==> config.mk <==
export PLATFORM = sky130hd
export DESIGN_NAME = acq_top
export DESIGN_NICKNAME = d
export VERILOG_FILES = /design/src/acq_result_pkg.sv /design/src/acq_sample_pkg.sv /design/src/acq_corr_if.sv /design/src/acq_top.sv /design/src/acq_ncoh_peak.sv /design/src/acq_power.sv /design/src/acq_coh_accum.sv /design/src/acq_wipeoff.sv
export VERILOG_INCLUDE_DIRS = /design/src
export SDC_FILE = /design/constraint.sdc
export NUM_CORES = 1
export LEC_CHECK = 0
export BUFFER_PORTS_ARGS = -buffer_cell sky130_fd_sc_hd__buf_4
export CORE_ASPECT_RATIO = 1.2
export CORE_MARGIN = 2
export CORE_UTILIZATION = 45
export CTS_CLUSTER_SIZE = 40
export DETAILED_ROUTE_END_ITERATION = 16
export GPL_TIMING_DRIVEN = 0
export MAX_ROUTING_LAYER = met4
export PLACE_DENSITY_LB_ADDON = 0.3
export SKIP_CTS_REPAIR_TIMING = 1
export SYNTH_ARGS = -nofsm -noshare
export SYNTH_HDL_FRONTEND = slang
export SYNTH_SLANG_ARGS = --single-unit
==> constraint.sdc <==
create_clock -name core_clk -period 9.4 [get_ports core_clk]
set_input_delay 0.94 -clock core_clk [delete_from_list [all_inputs] [get_ports core_clk]]
set_output_delay 0.94 -clock core_clk [all_outputs]
set_load 0.005 [all_outputs]
==> src/acq_params.svh <==
`ifndef ACQ_PARAMS_SVH
`define ACQ_PARAMS_SVH

// samples summed in one coherent interval
`define ACQ_COH_LEN 8

// coherent sums per trial
`define ACQ_NCOH_LEN 4

// trials in one search
`define ACQ_NUM_TRIALS 16

// depth of the sample FIFO in front of the wipe-off
`define ACQ_IN_CREDITS 4

// signed width of I and Q correlation values
`define ACQ_CORR_W 8

// width of the non-coherent trial metric
`define ACQ_METRIC_W 24

`endif
==> src/acq_result_pkg.sv <==
`include "acq_params.svh"

package acq_result_pkg;

    typedef logic [2*`ACQ_CORR_W-1:0] power_t;       // I^2 + Q^2

    typedef logic [`ACQ_METRIC_W-1:0] metric_t;      // sum of powers over a trial

    typedef logic [$clog2(`ACQ_NUM_TRIALS)-1:0] trial_idx_t;

endpackage

==> src/acq_sample_pkg.sv <==
`include "acq_params.svh"

package acq_sample_pkg;

    // 2-bit sign/magnitude per component, sig=1 negative, mag=1 means 3
    typedef struct packed {
        logic i_sig;
        logic i_mag;
        logic q_sig;
        logic q_mag;
    } sample_t;

    // wiped-off products and coherent sums
    typedef logic signed [`ACQ_CORR_W-1:0] corr_t;

endpackage

==> src/acq_corr_if.sv <==
`timescale 1ns/10ps

// one correlation beat per valid, credit flows back from the receiver
interface acq_corr_if;

    logic                  valid;
    acq_sample_pkg::corr_t i;
    acq_sample_pkg::corr_t q;
    logic                  credit;     // one pulse per beat taken out of the receiver buffer

    modport sender (
        output valid,
        output i,
        output q,
        input  credit
    );

    modport receiver (
        input  valid,
        input  i,
        input  q,
        output credit
    );

endinterface

==> src/acq_top.sv <==
`timescale 1ns/10ps

module acq_top (
    input  logic                       core_clk,
    input  logic                       rst_n,
    input  logic                       start,
    input  logic [1:0]                 carrier_step,   // static during a search
    input  logic                       sample_valid,
    input  acq_sample_pkg::sample_t    sample,
    input  logic                       chip,
    output logic                       sample_credit,
    output logic                       result_valid,
    output acq_result_pkg::metric_t    result_metric,
    output acq_result_pkg::trial_idx_t result_index,
    input  logic                       result_credit
);

    acq_corr_if wipe_coh ();
    acq_corr_if coh_pwr ();

    logic                   power_valid;
    acq_result_pkg::power_t power;
    logic                   power_credit;

    acq_wipeoff i_acq_wipeoff (
        .core_clk      (core_clk),
        .rst_n         (rst_n),
        .start         (start),
        .carrier_step  (carrier_step),
        .sample_valid  (sample_valid),
        .sample        (sample),
        .chip          (chip),
        .sample_credit (sample_credit),
        .out           (wipe_coh.sender)
    );

    acq_coh_accum i_acq_coh_accum (
        .core_clk (core_clk),
        .rst_n    (rst_n),
        .start    (start),
        .in       (wipe_coh.receiver),
        .out      (coh_pwr.sender)
    );

    acq_power i_acq_power (
        .core_clk     (core_clk),
        .rst_n        (rst_n),
        .start        (start),
        .in           (coh_pwr.receiver),
        .power_valid  (power_valid),
        .power        (power),
        .power_credit (power_credit)
    );

    acq_ncoh_peak i_acq_ncoh_peak (
        .core_clk      (core_clk),
        .rst_n         (rst_n),
        .start         (start),
        .power_valid   (power_valid),
        .power         (power),
        .power_credit  (power_credit),
        .result_valid  (result_valid),
        .result_metric (result_metric),
        .result_index  (result_index),
        .result_credit (result_credit)
    );

endmodule

==> src/acq_ncoh_peak.sv <==
`timescale 1ns/10ps
`include "acq_params.svh"

module acq_ncoh_peak (
    input  logic                       core_clk,
    input  logic                       rst_n,
    input  logic                       start,
    input  logic                       power_valid,
    input  acq_result_pkg::power_t     power,
    output logic                       power_credit,
    output logic                       result_valid,    // one pulse per search
    output acq_result_pkg::metric_t    result_metric,   // held until the next result
    output acq_result_pkg::trial_idx_t result_index,
    input  logic                       result_credit
);

    localparam int NCOH_W = $clog2(`ACQ_NCOH_LEN);

    logic                       buf_valid;
    acq_result_pkg::power_t     buf_power;
    acq_result_pkg::metric_t    acc;
    acq_result_pkg::metric_t    sum;
    acq_result_pkg::metric_t    max_metric;
    acq_result_pkg::metric_t    fin_metric;
    acq_result_pkg::metric_t    metric_r;
    acq_result_pkg::trial_idx_t trial;
    acq_result_pkg::trial_idx_t max_idx;
    acq_result_pkg::trial_idx_t fin_idx;
    acq_result_pkg::trial_idx_t index_r;
    logic [NCOH_W-1:0]          ncoh_cnt;
    logic                       consume;
    logic                       trial_end;
    logic                       last;
    logic                       better;
    logic                       emit;
    logic                       pending;      // finished search waiting for the result credit
    logic                       res_credit;
    logic                       credit_r;
    logic                       valid_r;

    assign consume   = buf_valid && !pending;
    assign sum       = acc + acq_result_pkg::metric_t'(buf_power);
    assign trial_end = (ncoh_cnt == NCOH_W'(`ACQ_NCOH_LEN-1));
    assign better    = (sum > max_metric);          // strict, earliest trial wins ties
    assign fin_metric = better ? sum : max_metric;
    assign fin_idx    = better ? trial : max_idx;
    assign last = consume && trial_end
               && (trial == acq_result_pkg::trial_idx_t'(`ACQ_NUM_TRIALS-1));
    assign emit = res_credit && (last || pending);

    always_ff @(posedge core_clk) begin
        if (!rst_n || start) begin
            buf_valid  <= 1'b0;
            acc        <= '0;
            ncoh_cnt   <= '0;
            trial      <= '0;
            max_metric <= '0;
            max_idx    <= '0;
            pending    <= 1'b0;
            credit_r   <= 1'b0;
            valid_r    <= 1'b0;
            // result credit belongs to the consumer, start keeps it
            res_credit <= !rst_n ? 1'b1 : (res_credit | result_credit);
        end else begin
            if (power_valid) begin
                buf_valid <= 1'b1;
            end else if (consume) begin
                buf_valid <= 1'b0;
            end
            if (consume) begin
                if (trial_end) begin
                    acc        <= '0;
                    ncoh_cnt   <= '0;
                    trial      <= last ? '0 : trial + 1'b1;
                    max_metric <= fin_metric;
                    max_idx    <= fin_idx;
                end else begin
                    acc      <= sum;
                    ncoh_cnt <= ncoh_cnt + 1'b1;
                end
            end
            if (emit) begin
                max_metric <= '0;   // next search starts clean
                max_idx    <= '0;
                pending    <= 1'b0;
            end else if (last) begin
                pending <= 1'b1;
            end
            res_credit <= (res_credit & ~emit) | result_credit;
            credit_r   <= consume;
            valid_r    <= emit;
        end
    end

    always_ff @(posedge core_clk) begin
        if (power_valid) begin
            buf_power <= power;
        end
        if (emit) begin
            metric_r <= pending ? max_metric : fin_metric;
            index_r  <= pending ? max_idx : fin_idx;
        end
    end

    assign power_credit  = credit_r;
    assign result_valid  = valid_r;
    assign result_metric = metric_r;
    assign result_index  = index_r;

endmodule

==> src/acq_power.sv <==
`timescale 1ns/10ps
`include "acq_params.svh"

module acq_power (
    input  logic                   core_clk,
    input  logic                   rst_n,
    input  logic                   start,
    acq_corr_if.receiver           in,
    output logic                   power_valid,
    output acq_result_pkg::power_t power,
    input  logic                   power_credit
);

    logic                          buf_valid;
    acq_sample_pkg::corr_t         buf_i;
    acq_sample_pkg::corr_t         buf_q;
    logic signed [2*`ACQ_CORR_W-1:0] sq_i;
    logic signed [2*`ACQ_CORR_W-1:0] sq_q;
    logic                          consume;
    logic                          credits;
    logic                          credit_r;
    logic                          valid_r;
    acq_result_pkg::power_t        power_r;

    assign sq_i    = buf_i * buf_i;   // full width, never negative
    assign sq_q    = buf_q * buf_q;
    assign consume = buf_valid && credits;

    always_ff @(posedge core_clk) begin
        if (!rst_n || start) begin
            buf_valid <= 1'b0;
            credits   <= 1'b1;
            credit_r  <= 1'b0;
            valid_r   <= 1'b0;
        end else begin
            if (in.valid) begin
                buf_valid <= 1'b1;
            end else if (consume) begin
                buf_valid <= 1'b0;
            end
            credits  <= (credits & ~consume) | power_credit;
            credit_r <= consume;
            valid_r  <= consume;
        end
    end

    always_ff @(posedge core_clk) begin
        if (in.valid) begin
            buf_i <= in.i;
            buf_q <= in.q;
        end
        if (consume) begin
            power_r <= acq_result_pkg::power_t'(sq_i) + acq_result_pkg::power_t'(sq_q);
        end
    end

    assign in.credit   = credit_r;
    assign power_valid = valid_r;
    assign power       = power_r;

endmodule

==> src/acq_coh_accum.sv <==
`timescale 1ns/10ps
`include "acq_params.svh"

module acq_coh_accum (
    input  logic         core_clk,
    input  logic         rst_n,
    input  logic         start,
    acq_corr_if.receiver in,
    acq_corr_if.sender   out
);

    localparam int CNT_W = $clog2(`ACQ_COH_LEN);

    logic                  buf_valid;
    acq_sample_pkg::corr_t buf_i;
    acq_sample_pkg::corr_t buf_q;
    acq_sample_pkg::corr_t i_sum;
    acq_sample_pkg::corr_t q_sum;
    acq_sample_pkg::corr_t i_next;
    acq_sample_pkg::corr_t q_next;
    acq_sample_pkg::corr_t i_out;
    acq_sample_pkg::corr_t q_out;
    logic [CNT_W-1:0]      cnt;
    logic                  closing;
    logic                  consume;
    logic                  send;
    logic                  credits;
    logic                  credit_r;
    logic                  valid_r;

    assign i_next  = i_sum + buf_i;
    assign q_next  = q_sum + buf_q;
    assign closing = (cnt == CNT_W'(`ACQ_COH_LEN-1));
    assign consume = buf_valid && (!closing || credits);  // closing beat waits for a credit
    assign send    = consume && closing;

    always_ff @(posedge core_clk) begin
        if (!rst_n || start) begin
            buf_valid <= 1'b0;
            i_sum     <= '0;
            q_sum     <= '0;
            cnt       <= '0;
            credits   <= 1'b1;
            credit_r  <= 1'b0;
            valid_r   <= 1'b0;
        end else begin
            if (in.valid) begin
                buf_valid <= 1'b1;
            end else if (consume) begin
                buf_valid <= 1'b0;
            end
            if (consume) begin
                i_sum <= closing ? '0 : i_next;
                q_sum <= closing ? '0 : q_next;
                cnt   <= closing ? '0 : cnt + 1'b1;
            end
            credits  <= (credits & ~send) | out.credit;
            credit_r <= consume;
            valid_r  <= send;
        end
    end

    always_ff @(posedge core_clk) begin
        if (in.valid) begin
            buf_i <= in.i;
            buf_q <= in.q;
        end
        if (send) begin
            i_out <= i_next;
            q_out <= q_next;
        end
    end

    assign in.credit = credit_r;
    assign out.valid = valid_r;
    assign out.i     = i_out;
    assign out.q     = q_out;

endmodule

==> src/acq_wipeoff.sv <==
`timescale 1ns/10ps
`include "acq_params.svh"

module acq_wipeoff (
    input  logic                      core_clk,
    input  logic                      rst_n,
    input  logic                      start,
    input  logic [1:0]                carrier_step,
    input  logic                      sample_valid,
    input  acq_sample_pkg::sample_t   sample,
    input  logic                      chip,
    output logic                      sample_credit,   // source reloads its credits on start
    acq_corr_if.sender                out
);

    localparam int DEPTH = `ACQ_IN_CREDITS;
    localparam int AW    = $clog2(DEPTH);
    localparam int SW    = $bits(acq_sample_pkg::sample_t);

    logic [SW:0]             fifo_mem [0:DEPTH-1];   // {chip, sample}
    logic [AW-1:0]           wr_ptr;
    logic [AW-1:0]           rd_ptr;
    logic [AW:0]             count;
    logic [SW:0]             head;
    acq_sample_pkg::sample_t head_s;
    logic                    pop;
    logic [1:0]              phase;
    logic                    credits;
    logic                    credit_r;
    logic                    valid_r;
    acq_sample_pkg::corr_t   wi;
    acq_sample_pkg::corr_t   wq;
    acq_sample_pkg::corr_t   rot_i;
    acq_sample_pkg::corr_t   rot_q;
    acq_sample_pkg::corr_t   out_i;
    acq_sample_pkg::corr_t   out_q;

    // +-1 / +-3, chip=1 flips the sign
    function automatic acq_sample_pkg::corr_t level(input logic sig, input logic mag,
                                                    input logic c);
        acq_sample_pkg::corr_t v;
        v = mag ? 8'sd3 : 8'sd1;
        if (sig ^ c) begin
            v = -v;
        end
        return v;
    endfunction

    assign head   = fifo_mem[rd_ptr];
    assign head_s = acq_sample_pkg::sample_t'(head[SW-1:0]);
    assign pop    = (count != '0) && credits;

    assign wi = level(head_s.i_sig, head_s.i_mag, head[SW]);
    assign wq = level(head_s.q_sig, head_s.q_mag, head[SW]);

    // quarter-cycle carrier rotation
    always_comb begin
        case (phase)
            2'd0: begin rot_i = wi;  rot_q = wq;  end
            2'd1: begin rot_i = wq;  rot_q = -wi; end
            2'd2: begin rot_i = -wi; rot_q = -wq; end
            default: begin rot_i = -wq; rot_q = wi; end
        endcase
    end

    always_ff @(posedge core_clk) begin
        if (!rst_n || start) begin
            wr_ptr   <= '0;
            rd_ptr   <= '0;
            count    <= '0;
            phase    <= 2'd0;
            credits  <= 1'b1;
            credit_r <= 1'b0;
            valid_r  <= 1'b0;
        end else begin
            if (sample_valid) begin
                wr_ptr <= (wr_ptr == AW'(DEPTH-1)) ? '0 : wr_ptr + 1'b1;
            end
            if (pop) begin
                rd_ptr <= (rd_ptr == AW'(DEPTH-1)) ? '0 : rd_ptr + 1'b1;
                phase  <= phase + carrier_step;
            end
            count    <= count + (AW+1)'(sample_valid) - (AW+1)'(pop);
            credits  <= (credits & ~pop) | out.credit;
            credit_r <= pop;
            valid_r  <= pop;
        end
    end

    always_ff @(posedge core_clk) begin
        if (sample_valid) begin
            fifo_mem[wr_ptr] <= {chip, sample};
        end
        if (pop) begin
            out_i <= rot_i;
            out_q <= rot_q;
        end
    end

    assign sample_credit = credit_r;
    assign out.valid     = valid_r;
    assign out.i         = out_i;
    assign out.q         = out_q;

endmodule

**After elaboration in Yosys (flattened, before gate mapping)**

Memories as Yosys holds them, arrays and structs flattened. A register that Yosys moved wholly into a read port is not among the register bits.
Index checks and enable logic that the tools add are counted.

- Flip-flop bits (word level): 224
- Memory bits (writable): 20
- Bits of input ports: 12
- Output and inout port bits: 30
- Logic and storage cells: 131
- Memories kept: 1

- Add/sub/neg operators: 16
- Multipliers: 2
- $lt $le $gt $ge: 1
- Equality and inequality tests: 7
- Mux-type cells: 30
- Bitwise logic cells: 15
- Reductions and logical operators: 21

Memories:

| name | words | bits a word | read ports | clocked after Yosys merged registers in | write ports | RTL line | text |
|---|---|---|---|---|---|---|---|
| i_acq_wipeoff.fifo_mem | 4 | 5 | 1 | 1 | 1 | acq_wipeoff.sv:20 | `logic [SW:0] fifo_mem [0:DEPTH-1];` |

Operator list:

| cell | count |
|---|---|
| 24-bit two-way mux | 3 |
| 8-bit case mux with 3 select lines | 2 |
| 8-bit by 8-bit multiplier with 16-bit output | 2 |
| 8-bit two-way mux | 4 |
| 8-bit negation | 4 |
| 24-bit by 16-bit adder with 24-bit output | 1 |
| 24-bit > comparator | 1 |
| 16-bit adder | 1 |
| 8-bit adder | 2 |
| 2-bit two-way mux | 7 |
| 4-bit two-way mux | 3 |
| 1-bit two-way mux | 10 |
| 2-bit == test (second input constant) | 4 |
| 1-bit logical AND | 8 |
| 2-bit by 1-bit adder with 2-bit output (second input constant) | 3 |
| 2-bit nonzero test | 3 |
| 1-bit bitwise OR | 5 |
| 4-bit by 1-bit adder with 4-bit output (second input constant) | 1 |
| 1-bit AND | 4 |
| 4-bit == test (second input constant) | 1 |
| 1-bit NOT | 4 |
| 3-bit by 1-bit adder with 3-bit output | 1 |
| 3-bit by 1-bit adder with 3-bit output (second input constant) | 1 |
| 3-bit == test (second input constant) | 1 |
| other kinds (11) | 16 |

**Depth between registers and ports, before layout**

- Depth after elaboration: 10
- Gate-level depth with buffers: 22
- Depth with buffers taken out: 21

**By module**

From an unflattened synthesis, not the netlist that was laid out.

- Cell total of the unflattened synthesis: 1399
- Area total of the unflattened synthesis: 15377.2 µm²

Modules (own cells, without submodules):

| module | instances | cells each | area an instance (µm²) | seq. area each (µm²) |
|---|---|---|---|---|
| acq_power | 1 | 520 | 5587.9 | 1021.0 |
| acq_ncoh_peak | 1 | 531 | 5512.8 | 2582.5 |
| acq_coh_accum | 1 | 227 | 2546.2 | 1421.4 |
| acq_wipeoff | 1 | 121 | 1730.4 | 980.9 |

**Worst setup path after synthesis**

No wires, ideal clock.

- Path kind: register to register
- From: register i_acq_power.buf_q[7]
- To: register i_acq_power.power_r[15], in the netlist i_acq_power.power[15] (data pin)
- Setup time: 0.260 ns
- Arrival: 5.778 ns
- Data required time: 9.140 ns
- Setup slack: 3.362 ns
- Cell stages (with the launch flop): 19
- Buffers on the path: 1
- Period minus slack after synthesis: 6.038 ns
- Path through: edfxtp_1 > clkbuf_1 > nand2_1 > inv_1 > fa_1 > fa_1 > fa_1 > fa_1 > fa_1 > inv_1 > fa_1 > inv_1 > ha_1 > or2_2 > a21oi_1 > nor3_1 > a2111oi_0 > a21oi_1 > xnor2_1

- Longest elaborated chain between the ends: 2

RTL lines:

| what | RTL line | text |
|---|---|---|
| from (decl) | acq_power.sv:16 | `acq_sample_pkg::corr_t buf_q;` |
| from (signal assigned) | acq_power.sv:50 | `buf_q <= in.q;` |
| 8-bit by 8-bit multiplier with 16-bit output | acq_power.sv:26 | `assign sq_q = buf_q * buf_q;` |
| 16-bit adder | acq_power.sv:53 | `power_r <= acq_result_pkg::power_t'(sq_i) + acq_result_pkg::power_t'(sq_q);` |
| to (signal assigned) | acq_power.sv:53 |  |
| to (decl) | acq_power.sv:23 | `acq_result_pkg::power_t power_r;` |

No other way between the ends.
A chain may end at the register's enable or synchronous reset.

**Worst setup path in the final report**

Ends and elaborated chain as after synthesis.

==> flow_summary.ini <==
[outcome]
status = completed

[power]
power_switching_mw = 0.510
leakagePower_nw = 6.87
totalPowerFinal_mw = 2.24
p_clk_share_pct = 43.4
power.internal_mw = 1.73
power_frac_comb_pct = 8.6
sw_frac_of_total_pct = 22.7
cellPowerDensity_mw_per_mm2 = 138
power_frac_seq_pct = 48.0
ir_drop_mv = 0.179

[detailed_routing]
vias = 9503
drt_pass1_iterations = 6
drc = 0
vias_per_cell = 5.14
drt_iter0_drc = 495
postRouteAntennaNets = 0
wl_per_cell_um = 15.0
wirelength_mm = 27.8

[timing]
setup_slack_ps = 2640
finalHoldViolCount = 0
setup_viol = 0
max_freq_mhz = 148
relSlewSlack_pct = 21.2
finClkSkew_ps = 29.6
final.min_clock_period_ps = 6760
fin_tns_setup_ps = 0
fin_crit_sh_pct = 71.9
rsz0062_at_grt = no
drv_slew = 0
tightest_slew_ps = 1170
whs_ps = 415

[floorplan]
pin_count = 42
fp.dieH_um = 201
floorplan.initialDensity_pct = 45.3
rows = 72
core-area_mm2 = 0.0321
chipWidth_um = 168
die-area_mm2 = 0.0338

[logic_synthesis]
synth_nets = 1604
synthTopCellsByArea = edfxtp_1 (25%), fa_1 (16%), dfxtp_1 (14%)
yosysMostFrequentCell = inv_1
synth_cells = 1358
async_flop_share_pct = 0
synthFlopType = edfxtp_1
yosysWarnings = 0
synth_top_area_cell = edfxtp_1
synth.distinct_cells = 66
syn_area_mm2 = 0.0145
synth_common_cells = inv_1 (201), nor2_1 (140), edfxtp_1 (120)
ys_ff_latch = 222
synth_top_area_share_pct = 24.8
synth.yosys.seq_area_share_pct = 38.8
synth-edff-count = 120
syn_avg_cell_area_um2 = 10.7

[grt]
grt_use_total_pct = 17.5
overflow = 0
grt_max_degree = 29
grt_pass1_wl_mm = 46.9
antenna_found_initial = 0
grt_pass1_vias = 9716

[place]
finalWeightedCongestion = 0.864
port_buffers = 41
pre_cts_slack_ps = 2590
dpl.hpwl_mm = 21.5
dpl.cell_count = 1806

[worst_setup_path]
required_ps = 9670
crit_path_cell_trace = clkbuf_1 -> clkinv_1 -> nor2_1 -> xnor2_1 -> ha_1 -> fa_1 -> fa_1 -> fa_1 -> fa_1 -> inv_1 -> fa_1 -> inv_1 -> ha_1 -> or2_2 -> a21oi_1 -> nor3_1 -> a2111oi_0 -> a21oi_1 -> xnor2_1
cpMostUsedCell = fa_1
worst_setup_path_start_kind = flop
worst-endpoint-arrival_ps = 7030
critical_path.max_fanout = 10
path_class = flop to flop
crit_family = adder cells
endpoint_kind = flop
cp_slowest_stage_delay_ps = 640
cpMaxStageDelayCell = a2111oi_0
critPathBufInv = 4

[run]
cap_viol_max_count = 0

[clock_network]
cts.sinks = 222
cts.reportedPaths.clkPinSlew_ps = 60
numCtsBuffers = 24
htreeDepth = 1
cts_tree = built
insertion_delay_ps = 540
clock_path_buffers = 3
root_buffer = clkbuf_16

[finish]
stdcell_count = 1850
final_layout_size_suffix_gt1_share_pct = 8.94
area_delta_synth_final_pct = 11.4
antenna_cells = 0
nNetsFinal = 1671

[hold_path]
hp-class = flop to flop
final timing paths:
path,end,startpoint,depth (start not counted),slack [ps]
min,i_acq_ncoh_peak.buf_power[1]$_DFFE_PP_,i_acq_power.power[1]$_DFFE_PP_,0,410
max,i_acq_power.power[15]$_DFFE_PP_,i_acq_power.buf_q[7]$_DFFE_PP_,19,2640
min reg2reg,i_acq_ncoh_peak.buf_power[1]$_DFFE_PP_,i_acq_power.power[1]$_DFFE_PP_,0,410
max reg2reg,i_acq_power.power[15]$_DFFE_PP_,i_acq_power.buf_q[7]$_DFFE_PP_,19,2640
registers in the layout, summed over array words and instances, names as in the netlist, 16 cells and up, named ones only:
| signal | flops |
|---|---|
| i_acq_ncoh_peak.acc | 24 |
| i_acq_ncoh_peak.max_metric | 24 |
| i_acq_ncoh_peak.result_metric | 24 |
| i_acq_wipeoff.fifo_mem | 20 |
| i_acq_ncoh_peak.buf_power | 16 |
| i_acq_power.power | 16 |
layout make-up:
cell class                 instances  area [um^2]
buffer                            37          158
clock buffer                      28          626
clock inverter                    16          208
fill                            2933        15900
inverter                         203          762
multi-input combinational        896         7980
sequential                       222         5650
tap                              407          509
timing repair buffer              41          308
routing by layer:
layer,up-vias,share of wire (%),track usage [%]
met1,4672,44,21.7
met3,36,3.0,2.19
met5,-,0,-
met2,109,51,30.7
met4,0,2.0,3.94
li1,4686,-,-
placed cells by master (no fill, tap or decap), types with 19 or more instances in the layout:
cell | Yosys | final
ha_1 | 115 | 115
clkbuf_16 | 0 | 24
xor2_1 | 25 | 25
buf_4 | 2 | 43
and2_1 | 36 | 36
xnor2_1 | 51 | 51
mux2_2 | 19 | 19
a21oi_1 | 64 | 64
edfxtp_1 | 120 | 120
o21ai_0 | 28 | 28
nor2_1 | 140 | 139
nor3_1 | 24 | 24
dfxtp_1 | 102 | 102
inv_1 | 201 | 201
mux2i_1 | 22 | 22
fa_1 | 119 | 119
clkbuf_1 | 29 | 32
a22oi_1 | 20 | 20
nand2_1 | 70 | 70
per-stage QoR:
step / util [%] / area, um^2
floorplan: - / 14500
global route: 50.5 / 16200
global placement: 47.9 / 15400
detailed placement: 47.9 / 15400
finish: 50.5 / 16200
CTS: 50.5 / 16200
power groups by stage:
stage / clock network, mW / logic, mW / registers (mW)
global placement: 0 / 0.190 / 1.10
floorplan: 0 / 0.152 / 1.09
finish: 0.972 / 0.193 / 1.08
global route: 1.03 / 0.223 / 1.08
detailed placement: 0 / 0.197 / 1.10
CTS: 0.994 / 0.198 / 1.08
kinds of logic after synthesis:
family                   synth area share, %
XOR/XNOR                                4.58
buffers and inverters                   6.33
adder cells (fa/ha/maj)                 26.3
AO/OA/AOI/OAI                           9.47
AND/OR/NAND/NOR                         10.8
flip-flops                              38.8
multiplexers                            3.76
(Power assumes the default switching activity.)
